==> src/common/quant_cfg.svh <==
// ############################################################################
// Requantization stage sizes
// Lane count, data path widths and parameter field widths
// ############################################################################

`ifndef QUANT_CFG_SVH
`define QUANT_CFG_SVH

// Number of parallel lanes
`define NUM_ELEMENTS 8

// Data path widths
`define INPUT_WIDTH 20
`define OUTPUT_WIDTH 8

// Per-lane parameter fields
`define SCALE_BITS 16
`define SHIFT_BITS 4
`define OFFSET_BITS 8
`define SCALE_FRAC 8

`define LANE_ADDR_BITS 3

`endif

==> src/common/ctrl_pkg.sv <==
// ############################################################################
// Parameter load control types
// Sequencer states and the lane address width
// ############################################################################

`include "quant_cfg.svh"

package ctrl_pkg;

    typedef logic [`LANE_ADDR_BITS-1:0] lane_addr_t;

    // Load order is scale, shift, offset
    typedef enum logic [2:0] {
        IDLE,
        LOAD_SCALE,
        LOAD_SHIFT,
        LOAD_OFFSET,
        READY
    } load_state_e;

endpackage

==> src/design/lane_counter.sv <==
// ############################################################################
// Lane address counter
// Walks the lanes during a load phase and flags the final lane
// ############################################################################

`timescale 1ns/1ps

`include "quant_cfg.svh"

module lane_counter (
    input  logic                 clk,
    input  logic                 nrst,
    input  logic                 clear_i,
    input  logic                 step_i,
    output ctrl_pkg::lane_addr_t addr_o,
    output logic                 last_o
);

    localparam ctrl_pkg::lane_addr_t last_lane = ctrl_pkg::lane_addr_t'(`NUM_ELEMENTS - 1);

    always_ff @(posedge clk or negedge nrst) begin
        if (!nrst) begin
            addr_o <= '0;
        end else if (clear_i) begin
            addr_o <= '0;
        end else if (step_i) begin
            // Wrap back for the next field
            if (addr_o == last_lane) begin
                addr_o <= '0;
            end else begin
                addr_o <= addr_o + 1'b1;
            end
        end
    end

    assign last_o = (addr_o == last_lane);

endmodule

==> config.mk <==
export PLATFORM = sky130hd
export DESIGN_NAME = lane_counter
export DESIGN_NICKNAME = d
export VERILOG_FILES = /design/src/common/ctrl_pkg.sv /design/src/design/lane_counter.sv
export VERILOG_INCLUDE_DIRS = /design/src /design/src/common
export SDC_FILE = /design/constraint.sdc
export NUM_CORES = 1
export LEC_CHECK = 0
export BUFFER_PORTS_ARGS = -buffer_cell sky130_fd_sc_hd__buf_2
export CAP_MARGIN = 20
export CORE_AREA = 2 2 39 41
export CTS_BUF_LIST = sky130_fd_sc_hd__clkbuf_4 sky130_fd_sc_hd__clkbuf_8 sky130_fd_sc_hd__clkbuf_16
export DETAILED_ROUTE_END_ITERATION = 10
export DIE_AREA = 0 0 41 43
export PLACE_DENSITY_LB_ADDON = 0.05
export SYNTH_ARGS = -nofsm -noshare
export SYNTH_HDL_FRONTEND = slang
export SYNTH_SLANG_ARGS = --single-unit
==> constraint.sdc <==
create_clock -name clk -period 1.3 [get_ports clk]
set_input_delay 0.13 -clock clk [delete_from_list [all_inputs] [get_ports clk]]
set_output_delay 0.13 -clock clk [all_outputs]
set_load 0.005 [all_outputs]
Yosys cells after proc, flatten, opt, wreduce, memory -nomap -nowiden
Index checks and enable logic that the tools add are counted.
{"block": "classes", "n_eq_ne": 1, "add_sub_neg": 1, "n_reduce_logical": 1, "muxes": 3}
{"operator": "2-to-1 mux 3 bit", "n": 3}
{"operator": "adder 3 x 1 -> 3 bit (second input constant)", "n": 1}
{"operator": "== test 3 bit (second input constant)", "n": 1}
{"operator": "nonzero test 2 bit", "n": 1}
{"block": "totals", "ff_bits": 3, "in_bits": 4, "word_cells": 7, "out_inout_bits": 4}

Longest topological paths before layout
{"block": "logic_depth", "word_depth": 4, "mapped_depth": 4, "mapped_depth_nobuf": 4}

Worst setup path before layout
OpenSTA, ideal clock, no wires.
{"block": "synth_path", "kind": "register to register", "start": "register addr_o[0]", "end": "register addr_o[0]", "stages_incl_launch_ff": 5, "path_buffers": 0, "arrival_ns": 1.273, "period_less_slack_ns": 1.346, "t_required_ns": 1.227, "setup_ns": 0.073, "setup_slack_ns": -0.046, "path_cell_list": "dfrtp_1 -> ha_1 -> ha_1 -> or3b_1 -> a21oi_2"}
{"block": "synth_between", "elab_chain_len": 4, "word_cells_on_any_way": 5, "classes_between": "1 x add/sub; 1 x eq/ne; 3 x mux"}
{"element": "from (decl)", "line_no": "lane_counter.sv:15", "text": "output ctrl_pkg::lane_addr_t addr_o,"}
{"element": "from (signal assigned)", "line_no": "lane_counter.sv:31", "text": "addr_o <= addr_o + 1'b1;"}
{"element": "== test 3 bit"}
{"element": "net last_o", "line_no": "lane_counter.sv:16", "text": "output logic last_o"}
{"element": "2-to-1 mux 3 bit", "line_no": "lane_counter.sv:28", "text": "if (addr_o == last_lane) begin"}
{"element": "2-to-1 mux 3 bit", "line_no": "lane_counter.sv:26", "text": "end else if (step_i) begin"}
{"element": "2-to-1 mux 3 bit", "line_no": "lane_counter.sv:24", "text": "end else if (clear_i) begin"}
The timed path passes the listed nets, and every way through them passes these cells. The select of a mux whose other input is x is not followed.
A chain may end at the register's enable or synchronous reset.

Final worst setup path
{"block": "layout_path", "start": "register addr_o[0]", "end": "register addr_o[0]"}
{"block": "layout_between", "elab_chain_len": 4, "word_cells_on_any_way": 5, "classes_between": "1 x add/sub; 1 x eq/ne; 3 x mux"}
{"element": "adder 3 x 1 -> 3 bit / == test 3 bit (equally long branches)", "line_no": "lane_counter.sv:31, lane_counter.sv:28"}
{"element": "2-to-1 mux 3 bit *", "line_no": "lane_counter.sv:28"}
{"element": "2-to-1 mux 3 bit *", "line_no": "lane_counter.sv:26"}
{"element": "2-to-1 mux 3 bit *", "line_no": "lane_counter.sv:24"}
Every way passes the cells marked *; elsewhere a longest branch is shown, timed or not. The select of a mux whose other input is x is not followed.

==> flow_summary.ini <==
[setup_path]
cp_data_arrival_time_ns = 1.45
required_ns = 1.46
cp_slowest_cell = dfrtp_1
reg2reg_depth = 4
r2r_start = addr_o[0]$_DFFE_PN0P_
worst-path-buf-inv = 0
crit_path_max_fanout = 2
cpPeakStageDelay_ns = 0.37
cp_top_family = flip-flops
crit_type = reg2reg
startpoint_type = register
cp_cell_sequence = ha_2, ha_4, or3b_1, a21oi_2
reg2reg_slack_ns = 0.007
endpoint_kind = register
r2r_end = addr_o[0]$_DFFE_PN0P_

[final_layout]
n_antenna_cell = 0
top_regs = addr_o x3
largest_reg_flops = 3
regMostFlops = addr_o
nNetsFinal = 33
fin_cells = 42
drive_gt1_share_pct = 61.5
fin_area_um2 = 277
syn2layout_area_growth_pct = 82.6

[drt]
vias = 141
dr.first_iter.drc_count = 2
ant_nets = 0
vias_per_cell = 3.36
wl_um = 376
dr.pass1.iters = 2
drc = 0
wl_per_cell_um = 8.95

[die]
dieArea_um2 = 1760
num_rows = 14
start_util_pct = 10.9
coreArea_um2 = 1380
fp.dieH_um = 43
die_x_um = 41
ioPinCount = 8

[min_path]
holdPathStages = 2
holdCritStartpoint = clear_i
hold_end = addr_o[0]$_DFFE_PN0P_
min_path_type = in2reg

[global_routing]
antenna_found_initial = 0
met1_usage_pct = 5.16
grt_use_met3_pct = 6.81
grt_max_degree = 5
grt_pass1_wl_um = 558
use_met2_pct = 5.31
grt_use_total_pct = 6.13
busiest_layer = met4
overflow = 0
grt_pass1_vias = 133

[run]
cap_violations = 0

[timing]
finalSetupViolations = 0
max_slew_margin_pct = 91.7
tightest_slew_ns = 0.121
finalHoldViolations = 0
rsz0062_at_grt = yes
final.setup.worst_slack_ns = 0.00747
finClkSkew_ns = 0.00326
fmax_ghz = 0.774
finalCritPeriodShare_pct = 99.4
fin_crit_ns = 1.29
finalMaxSlewViolations = 0

[yosys]
synth_top_area_cell = dfrtp_1
netlist.area_leader.share_pct = 49.6
synth_edf_count = 0
synth-main-ff-cell = dfrtp_1
yosysWarningCount = 0
synthTopCellsByArea = dfrtp_1 50%, ha_1 17%, mux2i_1 13%
syn_nets = 18
syn_inst = 12
ys_seq_area_share_pct = 49.6
synth_area_um2 = 151
ys_ff_latch = 3
avgSynthCellArea_um2 = 12.6
async_flop_share_pct = 100
ys_types = 7
netlist_top_cells_count = 3 x dfrtp_1, 2 x ha_1, 2 x mux2i_1, 2 x nor2_1
synth_most_common_cell = dfrtp_1

[power]
power_leakage_nw = 0.145
ir_drop_mv = 0.384
power.density_nw_per_um2 = 1170

[placement]
pre_cts_ws_ns = 0.0153
routabilityCongestion = 0.597
dp_cells = 37
placed_cell_area_um2 = 226
io_buffers = 7

[outcome]
run_status = finished, final reports clean

[clocking]
cts.sink_count = 3
htreeDepth = 1
clockBufferDepth = 2
clkSlewWorstSetupHoldPaths_ns = 0.04
clock_latency_ns = 0.23
cts_tree = built
cts_buffers = 3
post-cts-setup-buffer-count = 0
ctsRootBufferMaster = clkbuf_4
[layer usage]
metal | wire length (um) | part of all wire (%)
met4 | 0 | 0
met5 | 0 | 0
met3 | 37 | 9.8
met2 | 169 | 45
met1 | 169 | 45
[how the worst max path moves through the flow]
stage | start | endpoint | cells after the start
6_report | addr_o[0]$_DFFE_PN0P_ | addr_o[0]$_DFFE_PN0P_ | 4
5_1_grt | addr_o[0]$_DFFE_PN0P_ | addr_o[0]$_DFFE_PN0P_ | 4
4_1_cts | addr_o[0]$_DFFE_PN0P_ | addr_o[0]$_DFFE_PN0P_ | 4
3_5_place_dp | addr_o[0]$_DFFE_PN0P_ | addr_o[0]$_DFFE_PN0P_ | 4
3_3_place_gp | addr_o[0]$_DFFE_PN0P_ | addr_o[0]$_DFFE_PN0P_ | 4
2_1_floorplan | addr_o[0]$_DFFE_PN0P_ | addr_o[0]$_DFFE_PN0P_ | 4
[cell type report]
| class | instances | area, um^2 |
|---|---|---|
| multi-input combinational | 9 | 91.3 |
| tap | 16 | 20.0 |
| clock buffer | 4 | 30.0 |
| timing repair buffer | 10 | 60.1 |
| fill | 148 | 1110 |
| sequential | 3 | 75.1 |
[what timing repair did]
| item | 4_1_cts | 5_1_grt |
|---|---|---|
| hold buffers | 1 | 0 |
| endpoints found under the hold margin | 3 | 0 |
| gates resized for setup | 0 | 1 |
| setup endpoints to repair | 1 | 1 |
[where the power goes]
| part | internal [W] | switching (W) |
|---|---|---|
| Combinational | 0.0000226 | 0.0000163 |
| Sequential | 0.0000988 | 0.00000328 |
| Clock | 0.000136 | 0.0000468 |
[kinds of logic after synthesis]
group	Yosys count	share of synthesized area [%]
simple gates	4	14.9
flops	3	49.6
mux	2	13.2
fa+ha+maj	2	16.5
compound gates	1	5.79
[per-stage QoR]
step	total power, W	TNS (ns)	hold slack (ns)	utilization, %
2_1_floorplan	0.000117	0	-0.166	-
3_3_place_gp	0.000140	-0.0157	-0.0733	16.4
3_5_place_dp	0.000140	0	-0.0731	16.4
4_1_cts	0.000333	-0.00100	0.0784	19.3
5_1_grt	0.000354	-0.0292	0.0650	20.0
6_report	0.000323	0	0.0865	20.0
[cell usage in the layout, fill, tap and decap left out, drive strengths merged]
| cell type | count |
|---|---|
| a21oi | 1 |
| buf | 9 |
| clkbuf | 4 |
| dfrtp | 3 |
| dlygate4sd3 | 1 |
| ha | 2 |
| mux2i | 2 |
| nand2b | 1 |
| nor2 | 2 |
| or3b | 1 |
[worst register-to-register path, delay by kind of cell (launching register included)]
kind / cells / cell delay [ns]
flip-flops: 1 / 0.37
AND/OR/NAND/NOR: 1 / 0.36
adder cells (fa/ha/maj): 2 / 0.35
AO/OA/AOI/OAI: 1 / 0.13
Power figures use the tool's default switching activity.
