===== src/common/quant_cfg.svh =====
// ############################################################################
// Requantization stage sizes
// Lane count, data path widths and parameter field widths
// ############################################################################

`ifndef QUANT_CFG_SVH
`define QUANT_CFG_SVH

// Number of parallel lanes
`define NUM_ELEMENTS 8

// Data path widths
`define INPUT_WIDTH 20
`define OUTPUT_WIDTH 8

// Per-lane parameter fields
`define SCALE_BITS 16
`define SHIFT_BITS 4
`define OFFSET_BITS 8
`define SCALE_FRAC 8

`define LANE_ADDR_BITS 3

`endif


===== src/common/quant_pkg.sv =====
// ############################################################################
// Requantization data path types
// Widths of the accumulator, parameter and output values
// ############################################################################

`include "quant_cfg.svh"

package quant_pkg;

    // Accumulator result from the array
    typedef logic signed [`INPUT_WIDTH-1:0] acc_t;

    // Per-lane parameters
    typedef logic signed [`SCALE_BITS-1:0] scale_t;
    typedef logic [`SHIFT_BITS-1:0] shift_t;
    typedef logic signed [`OFFSET_BITS-1:0] offset_t;

    // Read as signed or unsigned depending on the mode
    typedef logic [`OUTPUT_WIDTH-1:0] qout_t;

    // Host word, wide enough for the scale field
    typedef logic [`SCALE_BITS-1:0] param_word_t;

    typedef logic [3:0] out_bits_t;

endpackage


===== src/common/ctrl_pkg.sv =====
// ############################################################################
// Parameter load control types
// Sequencer states and the lane address width
// ############################################################################

`include "quant_cfg.svh"

package ctrl_pkg;

    typedef logic [`LANE_ADDR_BITS-1:0] lane_addr_t;

    // Load order is scale, shift, offset
    typedef enum logic [2:0] {
        IDLE,
        LOAD_SCALE,
        LOAD_SHIFT,
        LOAD_OFFSET,
        READY
    } load_state_e;

endpackage


===== src/common/param_wr_if.sv =====
// ############################################################################
// Parameter write bus
// Carries the field write enables, the lane address and the load word
// ############################################################################

`timescale 1ns/1ps

interface param_wr_if;

    // One-hot or idle, never two at once
    logic scale_we;
    logic shift_we;
    logic offset_we;

    // Driven by the lane counter
    ctrl_pkg::lane_addr_t addr;
    logic last;

    quant_pkg::param_word_t data;

    modport sequencer (
        output scale_we,
        output shift_we,
        output offset_we,
        output data,
        input  last
    );

    modport memory (
        input scale_we,
        input shift_we,
        input offset_we,
        input addr,
        input data
    );

endinterface


===== src/design/param_load_ctrl.sv =====
// ############################################################################
// Parameter load sequencer
// Steers host words to the scale, shift and offset memories in turn
// ############################################################################

`timescale 1ns/1ps

`include "quant_cfg.svh"

module param_load_ctrl (
    input  logic                   clk,
    input  logic                   nrst,
    input  logic                   load_start_i,
    input  logic                   param_valid_i,
    input  quant_pkg::param_word_t param_data_i,
    output logic                   ready_o,
    param_wr_if.sequencer          wr
);

    ctrl_pkg::load_state_e state_q;
    ctrl_pkg::load_state_e state_d;

    logic word_ok;
    logic phase_done;

    // A start pulse wins over a word in the same cycle
    assign word_ok = param_valid_i && !load_start_i;

    assign wr.scale_we  = word_ok && (state_q == ctrl_pkg::LOAD_SCALE);
    assign wr.shift_we  = word_ok && (state_q == ctrl_pkg::LOAD_SHIFT);
    assign wr.offset_we = word_ok && (state_q == ctrl_pkg::LOAD_OFFSET);
    assign wr.data      = param_data_i;

    // Word written at the final lane closes the phase
    assign phase_done = wr.last && (wr.scale_we || wr.shift_we || wr.offset_we);

    always_comb begin
        state_d = state_q;
        if (load_start_i) begin
            state_d = ctrl_pkg::LOAD_SCALE;
        end else if (phase_done) begin
            case (state_q)
                ctrl_pkg::LOAD_SCALE:  state_d = ctrl_pkg::LOAD_SHIFT;
                ctrl_pkg::LOAD_SHIFT:  state_d = ctrl_pkg::LOAD_OFFSET;
                ctrl_pkg::LOAD_OFFSET: state_d = ctrl_pkg::READY;
                default:               state_d = state_q;
            endcase
        end
    end

    always_ff @(posedge clk or negedge nrst) begin
        if (!nrst) begin
            state_q <= ctrl_pkg::IDLE;
            ready_o <= 1'b0;
        end else begin
            state_q <= state_d;
            ready_o <= (state_d == ctrl_pkg::READY);
        end
    end

endmodule


===== src/flat_wrapper.sv =====
// flat-port wrapper written by rule: the top's interface ports become plain ports
module param_load_ctrl_flat 
  (clk, nrst, load_start_i, param_valid_i, param_data_i, ready_o, wr_scale_we, wr_shift_we, wr_offset_we, wr_data, wr_last);
  param_wr_if wr_i ();
  input  logic clk;
  input  logic nrst;
  input  logic load_start_i;
  input  logic param_valid_i;
  input  quant_pkg::param_word_t param_data_i;
  output logic ready_o;
  output wire logic [$bits(wr_i.scale_we)-1:0] wr_scale_we;
  output wire logic [$bits(wr_i.shift_we)-1:0] wr_shift_we;
  output wire logic [$bits(wr_i.offset_we)-1:0] wr_offset_we;
  output wire logic [$bits(wr_i.data)-1:0] wr_data;
  input wire logic [$bits(wr_i.last)-1:0] wr_last;
  assign wr_scale_we = wr_i.scale_we;
  assign wr_shift_we = wr_i.shift_we;
  assign wr_offset_we = wr_i.offset_we;
  assign wr_data = wr_i.data;
  assign wr_i.last = wr_last;
  param_load_ctrl u_core (.clk(clk), .nrst(nrst), .load_start_i(load_start_i), .param_valid_i(param_valid_i), .param_data_i(param_data_i), .ready_o(ready_o), .wr(wr_i));
endmodule

===== config.mk =====
export PLATFORM = sky130hd
export DESIGN_NAME = param_load_ctrl_flat
export DESIGN_NICKNAME = d
export VERILOG_FILES = /design/src/common/quant_pkg.sv /design/src/common/ctrl_pkg.sv /design/src/common/param_wr_if.sv /design/src/design/param_load_ctrl.sv /design/src/flat_wrapper.sv
export VERILOG_INCLUDE_DIRS = /design/src /design/src/common
export SDC_FILE = /design/constraint.sdc
export NUM_CORES = 1
export LEC_CHECK = 0
export BUFFER_PORTS_ARGS = -buffer_cell sky130_fd_sc_hd__buf_2
export CAP_MARGIN = 20
export CELL_PAD_IN_SITES_DETAIL_PLACEMENT = 2
export CELL_PAD_IN_SITES_GLOBAL_PLACEMENT = 2
export CORE_UTILIZATION = 14
export CTS_BUF_LIST = sky130_fd_sc_hd__clkbuf_16
export DETAILED_ROUTE_END_ITERATION = 6
export MAX_ROUTING_LAYER = met4
export PLACE_DENSITY_LB_ADDON = 0.1
export REMOVE_ABC_BUFFERS = 1
export SETUP_SLACK_MARGIN = 0.1
export SLEW_MARGIN = 5
export SYNTH_ARGS = -nofsm -noshare
export SYNTH_HDL_FRONTEND = slang
export SYNTH_SLANG_ARGS = --single-unit

===== constraint.sdc =====
create_clock -name clk -period 1.4 [get_ports clk]
set_clock_uncertainty 0.2 [all_clocks]
set_input_delay 0.14 -clock clk [delete_from_list [all_inputs] [get_ports clk]]
set_output_delay 0.14 -clock clk [all_outputs]
set_load 0.005 [all_outputs]

# After elaboration in Yosys (flattened, before gate mapping)
# Index checks and enable logic that the tools add are counted.
[word_totals]
ff_bits = 4
output_inout_bits = 20
[classes]
n_reduce_logical = 8
mux = 3
n_eq_ne = 4
[ops]
columns = ["operator", "count"]
rows = [
  ["3-bit case mux with 3 select lines", 1],
  ["3-bit by 2-bit equality test with 1-bit output (second input constant)", 2],
  ["3-bit 2-to-1 mux", 2],
  ["1-bit logical AND", 5],
  ["3-bit by 1-bit equality test with 1-bit output (second input constant)", 1],
  ["3-bit equality test (second input constant)", 1],
  ["1-bit logical OR", 2],
  ["1-bit zero test", 1],
]

# Depth between registers and ports, before layout
[logic_depth]
word_depth = 9
depth_mapped = 3
ltp_nobuf = 3

# Least setup slack after synthesis
# No wires, ideal clock.
[synth_timing]
path_type = "reg2reg"
startpoint = "reg u_core.state_q[2]"
endpoint = "reg u_core.state_q[1]"
period_less_slack_ps = 1286
stages_incl_launch_ff = 4
arrival_ps = 1008
setup_ps = 77
n_path_buf = 0
path_slack_ps = 114
required_ps = 1123
cell_sequence = "dfrtp_1 > nand2b_4 > or3_1 > a21oi_1"
[synth_between]
elab_chain_cells = 7
word_cells_on_any_way = 12
cone_classes = "eq/ne (3); mux (3); reduce/logical (6)"
[synth_lines]
columns = ["item", "line_no", "text"]
rows = [
  ["start, declared", "param_load_ctrl.sv:20", "ctrl_pkg::load_state_e state_q;"],
  ["start signal, assigned", "param_load_ctrl.sv:53", "state_q <= ctrl_pkg::IDLE;"],
  ["start signal, assigned", "param_load_ctrl.sv:56", "state_q <= state_d;"],
  ["3-bit by 1-bit equality test with 1-bit output or 3-bit by 2-bit equality test with 1-bit output (tied branches)", "param_load_ctrl.sv:29, param_load_ctrl.sv:42, param_load_ctrl.sv:30", ""],
  ["1-bit logical AND, on equally long branches", "param_load_ctrl.sv:29, param_load_ctrl.sv:30", ""],
  ["1-bit logical OR (2 in series)", "param_load_ctrl.sv:35", "assign phase_done = wr.last && (wr.scale_we || wr.shift_we || wr.offset_we);"],
  ["1-bit logical AND", "param_load_ctrl.sv:35", ""],
  ["3-bit 2-to-1 mux (*)", "param_load_ctrl.sv:41", "end else if (phase_done) begin"],
  ["3-bit 2-to-1 mux (*)", "param_load_ctrl.sv:39", "if (load_start_i) begin"],
  ["named net u_core.state_d[1]", "param_load_ctrl.sv:21", "ctrl_pkg::load_state_e state_d;"],
]
# The timed path passes the listed nets; every way through them passes the cells marked *.

# Worst setup path after layout
[layout_timing]
startpoint = "reg u_core.state_q[2]"
endpoint = "out wr_scale_we"
[layout_between]
elab_chain_cells = 2
[layout_lines]
columns = ["item", "line_no", "text"]
rows = [
  ["3-bit by 1-bit equality test with 1-bit output", "param_load_ctrl.sv:29", "assign wr.scale_we = word_ok && (state_q == ctrl_pkg::LOAD_SCALE);"],
  ["1-bit logical AND", "param_load_ctrl.sv:29", ""],
  ["end, declared", "flat_wrapper.sv:11", "output wire logic [$bits(wr_i.scale_we)-1:0] wr_scale_we;"],
]
# Every way passes these cells.

==> summary.txt <==
Setup path
  – Worst flop-to-flop path startpoint: u_core.state_q[2]$_DFF_PN0_
  – Critical path startpoint: u_core.state_q[2]$_DFF_PN0_
  – CP max FO: 3
  – Crit path capture type: output pin
  – Slowest stage delay, CP: around 390 ps
  – Crit path kind: flop to output pin
  – Worst endpoint required time: roughly 1100 ps
  – Critical path launch point type: flop
  – Critical Path AT: 1130 ps
  – CP cell instances: nand2b_4 > nor4b_4 > buf_2
  – Slowest CP cell: dfrtp_1

Global routing
  – Initial antenna violation count: 0
  – Pin count of the biggest net entering global routing: 7
  – Number of global-route vias before repair: ~360
  – First-pass GRT wire length: around 1.9 mm
  – Grt total ovfl: 0
  – Total GRT Usage: ~11%

Clock network
  – CTS Root Cell: clkbuf_16
  – CTS tree: done
  – CTS Buf Count: 3
  – CTS clk-pin slew, worst paths: 30 ps
  – Later-pin clock latency in the skew report: 220 ps
  – H-tree depth: 1
  – Clock sink count: 4
  – Max Root-Sink Buffers: 2

STA
  – Period utilization: 105.1%
  – Rel. slew slack: between 80% and 90%
  – Worst hold slack: -15.48 ps
  – Final WS setup: -71.32 ps
  – RSZ-0062 raised after global routing: true
  – Setup Total Neg Slack: -197.9 ps
  – Hold Violations, Final: 1
  – Max Slew Vio Count: 0
  – Endpoints failing setup: 4
  – Slew @ Worst Pin: 239.7 ps
  – Min Tclk post-route: around 1500 ps
  – Fmax achieved: roughly 700 MHz

Place
  – Post-Place Cells: 61
  – Final GP Congestion: ~0.63
  – Final HPWL DP: roughly 900 um
  – I/O Buffers: 8

Power and ir drop
  – Pwr Density: approximately 1400 nW/um^2
  – LEAKAGE: approximately 0.20 nW
  – Power consumption: ~640 uW
  – Worst vdd rail ir drop: about 1100 uV

Finish
  – Fin nets: between 60 and 70
  – Final design utilization: 20.73%
  – Ant. Diodes: 0
  – Share of post-route cells with drive strength above 1: between 60% and 70%
  – Commonest non-fill, non-tap cell in the layout: buf_2
  – Fillers: ~260
  – Highest-count cells in the layout ignoring fill and taps: buf_2 (8), buf_4 (5), nor2_1 (3), clkbuf_16 (3), dfrtp_1 (3)
  – Finished Layout Cells: 68
  – Area growth syn-to-layout: 37.04%

Yosys
  – Syn Area/Cell: around 8.9 sq um
  – Syn Inst Count: 38
  – Synth cell types: 15
  – Sequential fraction of the synthesis area: 29.63%
  – Syn. warnings: 0
  – Synthesized area: between 300 and 400 sq um
  – Post-synthesis register bit count: 4

Run
  – Max-cap violation count: 0

Route
  – DRC violations left: 0
  – DR WL/cell: about 17 um
  – Vias per Instance: between 4 and 5
  – Via count: 286
  – Drt pass-1 iters: 4
  – Total Wirelength: roughly 1.2 mm
  – ANT nets after route: 0
  – Starting DRC count in detailed routing: 4

Status
  – Status: finished with violations
  – Failing checks: hold timing, setup timing

Die
  – I/O pins: 41
  – Rows: 17
  – Area of the core: 2233 sq um
  – Starting Density: between 15 and 20%
  – Die area: approximately 2600 sq um
  – Die X: just over 50 um
  – Die Ht: between 50 and 60 um

Worst hold path
  – Hold_sp: load_start_i
  – Worst Hold Class: primary input to flop
## cell families (layout without fill, tap and decap cells)
family / after synthesis / after routing / synth area share, %
compound gates: 5 / 5 / 9.629
buf+inv: 16 / 18 / 35.56
flops: 4 / 4 / 29.63
simple gates: 13 / 13 / 25.18
## worst max-delay path: cells and delay by family, from the launching register on
| family | cells | cell delay [ps] |
|---|---|---|
| and+or+nand+nor | 2 | 370 |
| buffers and inverters | 1 | 150 |
| DFF | 1 | 390 |
## report_power, final
part	internal, mW	leakage, nW	total, mW	switching [mW]
registers	0.122	0.0497	0.130	0.00770
logic	0.0384	0.115	0.0718	0.0333
clock network	0.364	0.0370	0.440	0.0760
## registers in the layout (all words and copies together) (netlist names)
register        flops
u_core.ready_o      1
u_core.state_q      3
## cell type report
type,instances,area [sq um],area share (%)
clock buffer,3,75.07,16.22
multi-input combinational,18,153.9,33.24
sequential,4,101.3,21.89
tap,28,35.03,7.568
timing repair buffer,15,97.59,21.08
## layer usage
layer | track usage [%] | routed length [um] | vias to the layer above
met3 | 11.90 | 150 | 2
met4 | 2.778 | 14 | 0
met2 | 12.72 | 474 | 20
li1 | - | - | 119
met5 | - | 0 | -
met1 | 12.26 | 546 | 145
## synth_stat cells
master,n,area (sq um)
nor3_1,1,5.000
buf_4,16,120.1
nor2_1,4,15.01
or3_1,1,6.260
nand3_1,1,5.000
nand2_2,1,6.260
a2bb2oi_1,1,8.760
o21ai_0,2,10.01
nand2b_4,1,13.76
dfrtp_1,4,100.1
nor4b_1,1,8.760
or4b_1,1,10.01
a41oi_1,1,8.760
a21oi_1,1,5.000
nand3b_1,2,15.01
## per-stage QoR
stage | setup WS, ps | area (sq um)
3_3_place_gp | 95.99 | 315.3
5_1_grt | -141.8 | 462.9
3_5_place_dp | 29.94 | 315.3
2_1_floorplan | 114.1 | 217.7
6_report | -71.32 | 462.9
4_1_cts | -78.62 | 450.4
## worst paths after layout
path | end | depth (start not counted) | slack [ps]
worst max-delay path | wr_scale_we | 3 | -70
max in group asynchronous | u_core.state_q[1]$_DFF_PN0_ | 2 | 820
worst max register to register | u_core.state_q[1]$_DFF_PN0_ | 4 | -60
worst min register to register | u_core.state_q[0]$_DFF_PN0_ | 2 | 410
worst min-delay path | u_core.ready_o$_DFF_PN0_ | 2 | -20
min in group asynchronous | u_core.state_q[1]$_DFF_PN0_ | 2 | 50
## timing repair
action                                 in CTS  in global routing
pin swaps                                   2                  0
gates resized for setup                     7                  1
setup endpoints to repair                   4                  5
endpoints found under the hold margin       5                  0
buffers inserted                            1                  1
hold buffers                                2                  0
Note: power is estimated with default switching activity, not from simulation.
